**config.mk**
```make
export PLATFORM = sky130hd
export DESIGN_NAME = lockstep_stream_top
export DESIGN_NICKNAME = d
export VERILOG_FILES = /design/src/rtl/stream_pkg.sv /design/src/rtl/dmr_pkg.sv /design/src/rtl/frame_gen.sv /design/src/rtl/dmr_error_monitor.sv /design/src/rtl/dmr_handshake_join.sv /design/src/rtl/frame_ctrl.sv /design/src/rtl/lockstep_stream_top.sv
export SDC_FILE = /design/constraint.sdc
export NUM_CORES = 1
export LEC_CHECK = 0
export ABC_AREA = 1
export BUFFER_PORTS_ARGS = -buffer_cell sky130_fd_sc_hd__buf_2
export CAP_MARGIN = 20
export CORE_MARGIN = 2
export CORE_UTILIZATION = 60
export DETAILED_ROUTE_END_ITERATION = 8
export PLACE_DENSITY = 0.8
export REMOVE_ABC_BUFFERS = 1
export SYNTH_ARGS = -nofsm -noshare
export SYNTH_HDL_FRONTEND = slang
export SYNTH_HIERARCHICAL = 1
export SYNTH_SLANG_ARGS = --single-unit
```
**constraint.sdc**
```tcl
create_clock -name clk_i -period 4.5 [get_ports clk_i]
set_clock_uncertainty 0.15 [all_clocks]
set_input_delay 0.45 -clock clk_i [delete_from_list [all_inputs] [get_ports clk_i]]
set_output_delay 0.45 -clock clk_i [all_outputs]
set_load 0.005 [all_outputs]
```
**src/rtl/stream_pkg.sv**
```systemverilog
`default_nettype none

package stream_pkg;

  // --------------------
  // payload widths
  // --------------------

  // one beat of payload is the full LFSR state
  typedef logic [15:0] word_t;

  // index of a beat inside its frame
  typedef logic [7:0] seq_t;

  // frame length in beats, zero is read as one
  typedef logic [7:0] len_t;

  // LFSR start value, zero is read as one because zero locks the register
  typedef logic [15:0] seed_t;

  // Galois tap mask for x^16 + x^14 + x^13 + x^11 + 1
  localparam word_t LfsrTaps = 16'hB400;

  // --------------------
  // bundles
  // --------------------

  // the parity bit makes the data word plus parity even
  typedef struct packed {
    seq_t  seq;
    word_t data;
    logic  parity;
  } beat_t;

  typedef struct packed {
    seed_t seed;
    len_t  len;
  } cmd_t;

endpackage

`default_nettype wire

```
**src/rtl/dmr_pkg.sv**
```systemverilog
`default_nettype none

package dmr_pkg;

  // --------------------
  // redundancy
  // --------------------

  // number of lockstep cores behind the join
  localparam int unsigned NumCores = 2;

  // one bit per core, used for valid, ready and fault lines
  typedef logic [NumCores-1:0] core_vec_t;

  // --------------------
  // error accounting
  // --------------------

  // detected error cycles, saturating
  typedef logic [7:0] err_count_t;

  // the counter stops here instead of wrapping to zero
  localparam err_count_t ErrCountMax = 8'hFF;

endpackage

`default_nettype wire

```
**src/rtl/frame_gen.sv**
```systemverilog
`timescale 1ns/1ps
`default_nettype none

module frame_gen
  import stream_pkg::*;
(
  input  wire logic  clk_i,
  input  wire logic  rst_ni,
  input  wire logic  start_i,
  input  wire cmd_t  cmd_i,
  input  wire logic  hold_i,
  input  wire logic  fault_i,
  input  wire logic  ready_i,
  output logic       valid_o,
  output beat_t      beat_o,
  output logic       idle_o
);

  logic  busy_q;
  word_t lfsr_q;
  word_t lfsr_next;
  seq_t  seq_q;
  len_t  remain_q;
  logic  advance;
  logic  last_beat;

  // a beat only moves on when the join saw no error in this cycle
  assign advance   = busy_q & ready_i & ~hold_i;
  assign last_beat = (remain_q == len_t'(1));

  // right shifting Galois step, the taps are folded in when a one drops out
  assign lfsr_next = lfsr_q[0] ? ((lfsr_q >> 1) ^ LfsrTaps) : (lfsr_q >> 1);

  // --------------------
  // frame state
  // --------------------

  always_ff @(posedge clk_i or negedge rst_ni) begin
    if (!rst_ni) begin
      busy_q <= 1'b0;
    end else if (start_i) begin
      busy_q <= 1'b1;
    end else if (advance && last_beat) begin
      busy_q <= 1'b0;
    end
  end

  // a zero seed or a zero length is bumped to one on load
  always_ff @(posedge clk_i) begin
    if (start_i) begin
      lfsr_q   <= (cmd_i.seed == '0) ? word_t'(1) : word_t'(cmd_i.seed);
      remain_q <= (cmd_i.len == '0) ? len_t'(1) : cmd_i.len;
      seq_q    <= '0;
    end else if (advance) begin
      lfsr_q   <= lfsr_next;
      remain_q <= remain_q - len_t'(1);
      seq_q    <= seq_q + seq_t'(1);
    end
  end

  // --------------------
  // outgoing beat
  // --------------------

  assign valid_o = busy_q;
  assign idle_o  = ~busy_q;

  // parity is taken from the clean word so that an injected flip shows up downstream
  assign beat_o.seq    = seq_q;
  assign beat_o.parity = ^lfsr_q;
  assign beat_o.data   = lfsr_q ^ word_t'(fault_i);

  // the controller must wait for the frame to drain before it restarts a core
  start_only_when_idle: assert property (@(posedge clk_i) disable iff (!rst_ni)
    start_i |-> !busy_q)
    else $error("frame_gen restarted while a frame was running");

endmodule

`default_nettype wire

```
**src/rtl/dmr_error_monitor.sv**
```systemverilog
`timescale 1ns/1ps
`default_nettype none

module dmr_error_monitor
  import stream_pkg::*;
  import dmr_pkg::*;
(
  input  wire logic                 clk_i,
  input  wire logic                 rst_ni,
  input  wire logic                 enable_i,
  input  wire core_vec_t            valid_i,
  input  wire beat_t [NumCores-1:0] beat_i,
  input  wire logic                 join_err_i,
  output logic                      err_before_o,
  output err_count_t                err_count_o
);

  core_vec_t  parity_bad;
  core_vec_t  source_en;
  err_count_t err_count_q;

  // --------------------
  // parity check
  // --------------------

  // with checking off only core 0 feeds the destination, so only it is watched
  always_comb begin
    source_en    = '0;
    source_en[0] = 1'b1;
    if (enable_i) begin
      source_en = '1;
    end
  end

  // a beat that is not valid carries no meaning and is ignored
  always_comb begin
    for (int unsigned i = 0; i < NumCores; i++) begin
      parity_bad[i] = valid_i[i] & (beat_i[i].parity != (^beat_i[i].data));
    end
  end

  assign err_before_o = |(parity_bad & source_en);

  // --------------------
  // error counter
  // --------------------

  // counts every cycle in which the join held its output because of an error
  always_ff @(posedge clk_i or negedge rst_ni) begin
    if (!rst_ni) begin
      err_count_q <= '0;
    end else if (join_err_i && (err_count_q != ErrCountMax)) begin
      err_count_q <= err_count_q + err_count_t'(1);
    end
  end

  assign err_count_o = err_count_q;

endmodule

`default_nettype wire

```
**src/rtl/dmr_handshake_join.sv**
```systemverilog
`timescale 1ns/1ps
`default_nettype none

module dmr_handshake_join
  import stream_pkg::*;
  import dmr_pkg::*;
(
  input  wire logic                 clk_i,
  input  wire logic                 rst_ni,
  input  wire logic                 enable_i,
  // error from upstream and the error seen here
  input  wire logic                 error_before_i,
  output logic                      error_o,
  // redundant sources
  input  wire core_vec_t            valid_i,
  output core_vec_t                 ready_o,
  input  wire beat_t [NumCores-1:0] data_i,
  // single destination
  output logic                      valid_o,
  input  wire logic                 ready_i,
  output beat_t                     data_o
);

  logic  valid_d, valid_q;
  logic  repeat_ready_d, repeat_ready_q;
  beat_t data_d, data_q;

  logic  all_valid;
  logic  valid_agree;
  logic  valid_revoked;
  logic  data_agree;
  logic  dest_hs;
  logic  src_hs;

  // --------------------
  // mismatch detection
  // --------------------

  assign all_valid     = &valid_i;
  assign valid_agree   = all_valid | ~(|valid_i);
  // once a beat was offered the sources may not withdraw it
  assign valid_revoked = valid_q & ~all_valid;

  // data is only meaningful when every source claims a valid beat
  always_comb begin
    data_agree = 1'b1;
    for (int unsigned i = 1; i < NumCores; i++) begin
      if (data_i[i] != data_i[0]) begin
        data_agree = 1'b0;
      end
    end
  end

  // with checking off the join never stalls the cores
  always_comb begin
    error_o = 1'b0;
    if (enable_i) begin
      error_o = error_before_i | ~valid_agree | valid_revoked | (all_valid & ~data_agree);
    end
  end

  // --------------------
  // handshakes
  // --------------------

  assign dest_hs = valid_o & ready_i;
  assign src_hs  = &(ready_o & valid_i) & ~error_o;

  // the destination side follows core 0 directly unless an error forces the held copy
  always_comb begin
    valid_o = valid_i[0];
    data_o  = data_i[0];
    if (enable_i) begin
      if (error_o) begin
        valid_o = valid_q;
        data_o  = data_q;
      end
      // the beat already went out, the sources only have to catch up
      if (repeat_ready_q) begin
        valid_o = 1'b0;
      end
    end
  end

  // repeat ready lets the sources finish a beat the destination took during an error
  // when disabled core 1 still gets ready so it leaves the frame together with core 0
  always_comb begin
    if (enable_i) begin
      ready_o = {NumCores{ready_i | repeat_ready_q}};
    end else begin
      ready_o = {NumCores{ready_i}};
    end
  end

  // --------------------
  // next state
  // --------------------

  // remember what is on the output so an error cycle can replay it
  always_comb begin
    valid_d = valid_o;
    data_d  = data_o;
    if (all_valid && !error_o) begin
      valid_d = 1'b1;
      data_d  = data_i[0];
    end
    if (dest_hs || repeat_ready_q) begin
      valid_d = 1'b0;
    end
    if (!enable_i) begin
      valid_d = 1'b0;
    end
  end

  // set when the destination is done but the sources are not, cleared when they are
  always_comb begin
    repeat_ready_d = repeat_ready_q;
    if (dest_hs && !src_hs) begin
      repeat_ready_d = 1'b1;
    end
    if (src_hs) begin
      repeat_ready_d = 1'b0;
    end
    if (!enable_i) begin
      repeat_ready_d = 1'b0;
    end
  end

  // --------------------
  // registers
  // --------------------

  always_ff @(posedge clk_i or negedge rst_ni) begin
    if (!rst_ni) begin
      valid_q        <= 1'b0;
      repeat_ready_q <= 1'b0;
    end else begin
      valid_q        <= valid_d;
      repeat_ready_q <= repeat_ready_d;
    end
  end

  always_ff @(posedge clk_i) begin
    data_q <= data_d;
  end

  // the replay scheme relies on a destination that keeps ready up once it raised it
  dest_ready_held: assert property (@(posedge clk_i) disable iff (!rst_ni)
    ready_i && !valid_o |=> ready_i)
    else $error("destination dropped ready before a beat was offered");

endmodule

`default_nettype wire

```
**src/rtl/frame_ctrl.sv**
```systemverilog
`timescale 1ns/1ps
`default_nettype none

module frame_ctrl
  import stream_pkg::*;
(
  input  wire logic clk_i,
  input  wire logic rst_ni,
  input  wire logic cmd_req_i,
  input  wire cmd_t cmd_i,
  output logic      cmd_ack_o,
  output logic      start_o,
  output cmd_t      cmd_o,
  input  wire logic idle_i,
  input  wire logic out_valid_i
);

  typedef enum logic [1:0] {
    IDLE,
    START,
    RUN,
    ACK
  } ctrl_state_e;

  ctrl_state_e state_q, state_d;
  cmd_t        cmd_q;

  // --------------------
  // sequencing
  // --------------------

  // the frame counts as done once core 0 went idle and the join shows nothing more
  always_comb begin
    state_d = state_q;
    unique case (state_q)
      IDLE:    if (cmd_req_i) state_d = START;
      START:   state_d = RUN;
      RUN:     if (idle_i && !out_valid_i) state_d = ACK;
      ACK:     if (!cmd_req_i) state_d = IDLE;
      default: state_d = IDLE;
    endcase
  end

  always_ff @(posedge clk_i or negedge rst_ni) begin
    if (!rst_ni) begin
      state_q <= IDLE;
    end else begin
      state_q <= state_d;
    end
  end

  // the command is stable while req is high so it is taken in the idle state
  always_ff @(posedge clk_i) begin
    if (state_q == IDLE && cmd_req_i) begin
      cmd_q <= cmd_i;
    end
  end

  assign start_o   = (state_q == START);
  assign cmd_o     = cmd_q;
  assign cmd_ack_o = (state_q == ACK);

  // four phase rule, the requester waits for ack before it lets go
  req_held_until_ack: assert property (@(posedge clk_i) disable iff (!rst_ni)
    $fell(cmd_req_i) |-> cmd_ack_o)
    else $error("command req fell before ack was given");

endmodule

`default_nettype wire

```
**src/rtl/lockstep_stream_top.sv**
```systemverilog
`timescale 1ns/1ps
`default_nettype none

module lockstep_stream_top
  import stream_pkg::*;
  import dmr_pkg::*;
(
  input  wire logic      clk_i,
  input  wire logic      rst_ni,
  input  wire logic      enable_i,
  // four phase command port
  input  wire logic      cmd_req_i,
  input  wire cmd_t      cmd_i,
  output logic           cmd_ack_o,
  // one cycle bit flips per core
  input  wire core_vec_t fault_i,
  // stream destination
  output logic           valid_o,
  input  wire logic      ready_i,
  output beat_t          beat_o,
  output err_count_t     err_count_o
);

  logic                 start;
  cmd_t                 cmd;
  logic                 core0_idle;
  logic                 join_err;
  logic                 err_before;
  core_vec_t            core_valid;
  core_vec_t            core_ready;
  beat_t [NumCores-1:0] core_beat;

  // --------------------
  // command side
  // --------------------

  frame_ctrl u_frame_ctrl (
    .clk_i       (clk_i),
    .rst_ni      (rst_ni),
    .cmd_req_i   (cmd_req_i),
    .cmd_i       (cmd_i),
    .cmd_ack_o   (cmd_ack_o),
    .start_o     (start),
    .cmd_o       (cmd),
    .idle_i      (core0_idle),
    .out_valid_i (valid_o)
  );

  // --------------------
  // lockstep cores
  // --------------------

  // both cores get the same start and command, the join error holds them together
  frame_gen u_core0 (
    .clk_i   (clk_i),
    .rst_ni  (rst_ni),
    .start_i (start),
    .cmd_i   (cmd),
    .hold_i  (join_err),
    .fault_i (fault_i[0]),
    .ready_i (core_ready[0]),
    .valid_o (core_valid[0]),
    .beat_o  (core_beat[0]),
    .idle_o  (core0_idle)
  );

  // core 1 is a pure shadow, its idle state is never consulted
  frame_gen u_core1 (
    .clk_i   (clk_i),
    .rst_ni  (rst_ni),
    .start_i (start),
    .cmd_i   (cmd),
    .hold_i  (join_err),
    .fault_i (fault_i[1]),
    .ready_i (core_ready[1]),
    .valid_o (core_valid[1]),
    .beat_o  (core_beat[1]),
    .idle_o  ()
  );

  // --------------------
  // checking and join
  // --------------------

  dmr_error_monitor u_monitor (
    .clk_i        (clk_i),
    .rst_ni       (rst_ni),
    .enable_i     (enable_i),
    .valid_i      (core_valid),
    .beat_i       (core_beat),
    .join_err_i   (join_err),
    .err_before_o (err_before),
    .err_count_o  (err_count_o)
  );

  dmr_handshake_join u_join (
    .clk_i          (clk_i),
    .rst_ni         (rst_ni),
    .enable_i       (enable_i),
    .error_before_i (err_before),
    .error_o        (join_err),
    .valid_i        (core_valid),
    .ready_o        (core_ready),
    .data_i         (core_beat),
    .valid_o        (valid_o),
    .ready_i        (ready_i),
    .data_o         (beat_o)
  );

endmodule

`default_nettype wire

```
# Word-level counts from Yosys, hierarchy flattened
# Cells that the tools add are included.
[op_classes] n_div=0 n_mux=35 shift=0 n_eq_ne=13 n_reduce_logical=27 magnitude_cmp=0 n_bitwise=26 add_sub_neg=5 multipliers=0
[op_table] op="16-bit 2-to-1 mux" n=7
[op_table] op="25-bit 2-to-1 mux" n=3
[op_table] op="16-bit parity" n=4
[op_table] op="8-bit 2-to-1 mux" n=5
[op_table] op="16-bit by 1-bit XOR with 16-bit output" n=2
[op_table] op="25-bit != test" n=1
[op_table] op="8-bit by 1-bit adder with 8-bit output, second input constant" n=3
[op_table] op="8-bit by 1-bit equality test with 1-bit output, second input constant" n=2
[op_table] op="16-bit logical NOT" n=1
[op_table] op="8-bit by 1-bit subtractor with 8-bit output, second input constant" n=2
[op_table] op="1-bit 2-to-1 mux" n=14
[op_table] op="1-bit AND" n=10
[op_table] op="2-bit 2-to-1 mux" n=5
[op_table] op="8-bit logical NOT" n=1
[op_table] op="8-bit != test, second input constant" n=1
[op_table] op="3-bit NOT with 4-bit output" n=2
[op_table] op="2-bit one-hot mux with 4 select lines" n=1
[op_table] op="2-bit nonzero test" n=4
[op_table] op="1-bit logical AND" n=7
[op_table] op="1-bit NOT" n=5
[op_table] op="1-bit bitwise OR" n=5
[op_table] op="2-bit AND" n=2
[op_table] op="2-bit equality test, second input constant" n=2
[op_table] op="2-bit != test, second input constant" n=2
[op_table] op="other kinds (10)" n=15
[totals] word_cells=123 latchBits=0 regBits=127 n_memories=0 input_bits=31 mem_bits_ro=0 ram_bits=0

# Logic depth before layout (Yosys ltp)
[logic_depth] word_depth=18 mapped_depth=33

# Modules after synthesis
# The synthesis kept the hierarchy.
[modules_own_cells] module="frame_gen" area_per_inst_um2=2182.1 n_inst=2 seq_area_each_um2=905.9 cells_each=291
[modules_own_cells] module="dmr_handshake_join" area_per_inst_um2=1570.3 n_inst=1 seq_area_each_um2=550.5 cells_each=247
[modules_own_cells] module="dmr_error_monitor" area_per_inst_um2=1023.5 n_inst=1 seq_area_each_um2=200.2 cells_each=185
[modules_own_cells] module="frame_ctrl" area_per_inst_um2=904.6 n_inst=1 seq_area_each_um2=770.7 cells_each=49

# Worst setup path before layout
# Ideal clock, no wire load.
[synth_timing] path_kind="register -> register" start="register u_core0.lfsr_q[14]" end="register u_core0.lfsr_q[0] (enable)" synth_period_minus_slack_ns=3.839 setup_time_ns=0.381 slack_ns=0.661 path_stages_with_launch=28 arrival_ns=3.309 required_ns=3.969 cell_sequence="edfxtp_1 > nand2_1 > inv_1 > nor2_1 > nand2_1 > nand2_1 > nand2_1 > nand2_1 > nand3_1 > nand2_1 > inv_1 > nand2_1 > nand2_1 > nand2_1 > inv_1 > nor2_1 > nand3_1 > nand2_1 > nand2_1 > nand3_1 > nand2_1 > a211oi_1 > nand2_4 > nand2_8 > inv_4 > buf_6 > nand3b_4 > nand2_1"
[synth_rtl] item="start, declared" line="frame_gen.sv:20" text="word_t lfsr_q;"
[synth_rtl] item="start signal, assigned" line="frame_gen.sv:51" text="lfsr_q <= (cmd_i.seed == '0) ? word_t'(1) : word_t'(cmd_i.seed);"
[synth_rtl] item="start signal, assigned" line="frame_gen.sv:55" text="lfsr_q <= lfsr_next;"

==> metrics <==
part of the power in registers about a third; combinational share of power 48.5%; Worst-path clk slew 0.06 ns; mux contribution to synthesized area 0%; CTS root buffer clkbuf_16; initial antenna violation count 0; Setup CP Type flop to output pin; Syn Area/Cell 7.40 sq um; P&R area growth vs syn 12.1%; share of layout cells above drive strength 1 14.0%; Post-Synthesis Cell Area between 7000 and 8000 sq um; final setup fails 0; Leak Pwr roughly 4.4 nW; final wirelength 16800 um; post-route ant nets 0; Placer Congestion a little under 0.9; NumNets Final 1164; sw power between 3 and 4 mW; # IOs 66; setup TNS 0 ns; Clk Latency, worst-skew pair roughly 0.41 ns; Die Area 14000 sq um; num rows 41; Starting Density 61.8%; largest net degree at the start of global routing 38; commonest cells after routing, fill and taps aside 420 x nand2_1, 116 x inv_1, 91 x nor2_1; Vias about 6600; commonest non-fill, non-tap cell in the layout nand2_1; ANT cells 0; Finished Core Util between 60 and 70%; RSZ-0062 raised after global routing false; final hold viol count 0; Synth cell types 39; Num CTS Buffers 17; Syn Inst Count 1063; register area share after synthesis 42.4%; Clock power frac 18.0%; Clock Path Buffers 2; Die Width 118 um; dpl cells 1254; Crit Path Max Fanout 37; CP startpoint kind flop; H-Tree Depth 4; Yosys warning total 6; internal cell power 4.01 mW; drc violations 0; Core Area roughly 13000 sq um; iteration-0 DRC count of the detailed router roughly 580; Pwr Density 815 nW/um^2; Critical Path AT about 3.6 ns; drt wl/cell 12.9 um; Max Clock Freq 239 MHz; post-route cell area 8810 sq um; Vias/cell 5.06; Tightest Pin Transition about 1.0 ns; slew margin rel. 30.6%; Total Routing Usage GR 23.9%; period utilisation layout 93.0%; Final Non-Filler Cells 1306; Worst VDD drop 0.000395 V; CP Capture Type output pin; DP Area 8090 sq um; first drt pass iteration count 5; first-pass GRT wire length about 27000 um; Pwr Total 7.18 mW; cell mode on critical path nand2_1; Congestion Overflow GR 0; min Tclk post-route between 4 and 5 ns; slowest stage delay, CP 0.48 ns; CTS sink cnt 127; CTS tree built; Synth Area in Compound Gates between 6 and 7%; PortBufs 65; Synth Register Bits roughly 130; detailed-placement wirelength estimate 11900 um; Worst Hold Class input port to flop; largest family of logic cells by synthesized area simple AND/OR/NAND/NOR gates; die extent in y 118 um; CP max-delay cell edfxtp_1; switching share of total power 44.2%; vias in the first global route 5777; status completed; Simple-Gate Fraction of Synth Area 31.1%; post-synthesis adder-cell area fraction 1.91%; Synth Area in XOR/XNOR 7.46%; max-cap viol count 0; worst endpoint required time 3.90 ns; max-slew violations 0
synth_stat cells:
| library cell | number | area share, % |
|---|---|---|
| a31oi_1 | 4 | 0.32 |
| nand2_2 | 10 | 0.80 |
| nand3b_4 | 2 | 0.51 |
| dfrtp_1 | 14 | 4.5 |
| inv_2 | 12 | 0.57 |
| o21bai_2 | 4 | 0.57 |
| buf_6 | 4 | 0.57 |
| nand3_1 | 43 | 2.7 |
| o21ai_2 | 1 | 0.11 |
| nand2_4 | 1 | 0.14 |
| o21bai_1 | 1 | 0.096 |
| xor2_1 | 33 | 3.7 |
| o31ai_4 | 1 | 0.27 |
| inv_4 | 1 | 0.080 |
| buf_4 | 28 | 2.7 |
| nor2_2 | 2 | 0.16 |
| buf_2 | 14 | 0.89 |
| nor2_1 | 91 | 4.3 |
| o211ai_1 | 2 | 0.19 |
| nor2_4 | 4 | 0.57 |
| nor4_1 | 2 | 0.16 |
| a21oi_1 | 10 | 0.64 |
| ha_1 | 12 | 1.9 |
| xnor2_1 | 34 | 3.8 |
| nand4_4 | 2 | 0.54 |
| o21ai_1 | 20 | 1.3 |
| o21ai_0 | 44 | 2.8 |
| inv_1 | 116 | 5.5 |
| a211oi_1 | 1 | 0.096 |
| nand2_1 | 420 | 20 |
| clkbuf_1 | 4 | 0.19 |
| edfxtp_1 | 72 | 27 |
| nand2_8 | 1 | 0.25 |
| nand3_2 | 2 | 0.25 |
| or2_1 | 1 | 0.080 |
| nand4_1 | 5 | 0.40 |
| nor3_1 | 2 | 0.13 |
| a21oi_2 | 2 | 0.22 |
| dfxtp_1 | 41 | 10 |
final timing paths:
kind                            slack [ns]              start  cells past startpoint                        to
max in group asynchronous             3.64             rst_ni                      2  u_monitor/err_count_o[6]
worst max register to register        0.66  u_core0/lfsr_q[8]                     27         u_core0/lfsr_q[6]
min in group asynchronous             0.31             rst_ni                      2   u_frame_ctrl/state_q[1]
worst min register to register        0.29   u_join/data_q[0]                      2          u_join/data_q[0]
worst min-delay path                  0.06          cmd_i[19]                      1    u_frame_ctrl/cmd_o[19]
worst max-delay path                  0.31  u_core0/lfsr_q[8]                     28                beat_o[20]
sequential cells by signal, indices dropped and copies added, names as in the netlist, 2 cells and up:
name,cells
u_core0/lfsr_q,16
u_core0/remain_q,8
u_core0/seq_q,8
u_core1/lfsr_q,16
u_core1/remain_q,8
u_core1/seq_q,8
u_frame_ctrl/cmd_o,24
u_frame_ctrl/state_q,2
u_join/data_q,25
u_monitor/err_count_o,8
layer usage:
layer / routed length [um] / vias to the layer above / GRT usage [%]
li1: - / 3409 / -
met1: 7600 / 2971 / 31.3
met3: 1070 / 25 / 5.84
met4: 312 / 0 / 8.04
met2: 7820 / 203 / 39.1
met5: 0 / - / 0
power by group through the flow:
stage	combinational (mW)	clock, mW	sequential [mW]
after floorplan	2.52	0	2.31
after global placement	3.15	0	2.43
after detailed placement	3.22	0	2.45
after CTS	3.27	1.31	2.44
after global routing	3.97	1.36	2.48
final	3.49	1.30	2.40
stage by stage:
stage | hold slack [ns] | worst slack [ns]
global route | 0.0426 | 0.0233
detailed placement | 0.222 | 0.503
floorplan | 0.00441 | 0.624
finish | 0.0585 | 0.314
global placement | 0.223 | 0.617
CTS | 0.0467 | 0.0536
area by class of cell:
| type | count | area, sq um |
|---|---|---|
| fill | 1069 | 3910 |
| multi-input combinational | 757 | 3710 |
| sequential | 127 | 3330 |
| timing repair buffer | 89 | 508 |
| inverter | 129 | 489 |
| clock buffer | 21 | 440 |
| tap | 172 | 215 |
| clock inverter | 11 | 118 |
critical path: cells and delay by family (launching register included):
kind,cells,cell delay [ns]
AOI/OAI and AO/OA,1,0.22
buffers and inverters,6,0.72
DFF,1,0.48
and+or+nand+nor,21,1.72
what timing repair did:
action	4_1_cts	5_1_grt
endpoints found under the setup margin	0	25
gates resized for setup	0	2
buffers inserted	0	19
hold endpoints to repair	14	0
hold buffers	1	0
kinds of logic after synthesis:
logic type,after synthesis
AO/OA/AOI/OAI,90
XOR/XNOR,67
adder cells (fa/ha/maj),12
buffers and inverters,179
flip-flops,127
AND/OR/NAND/NOR,588
Note: power is estimated with default switching activity, not from simulation.
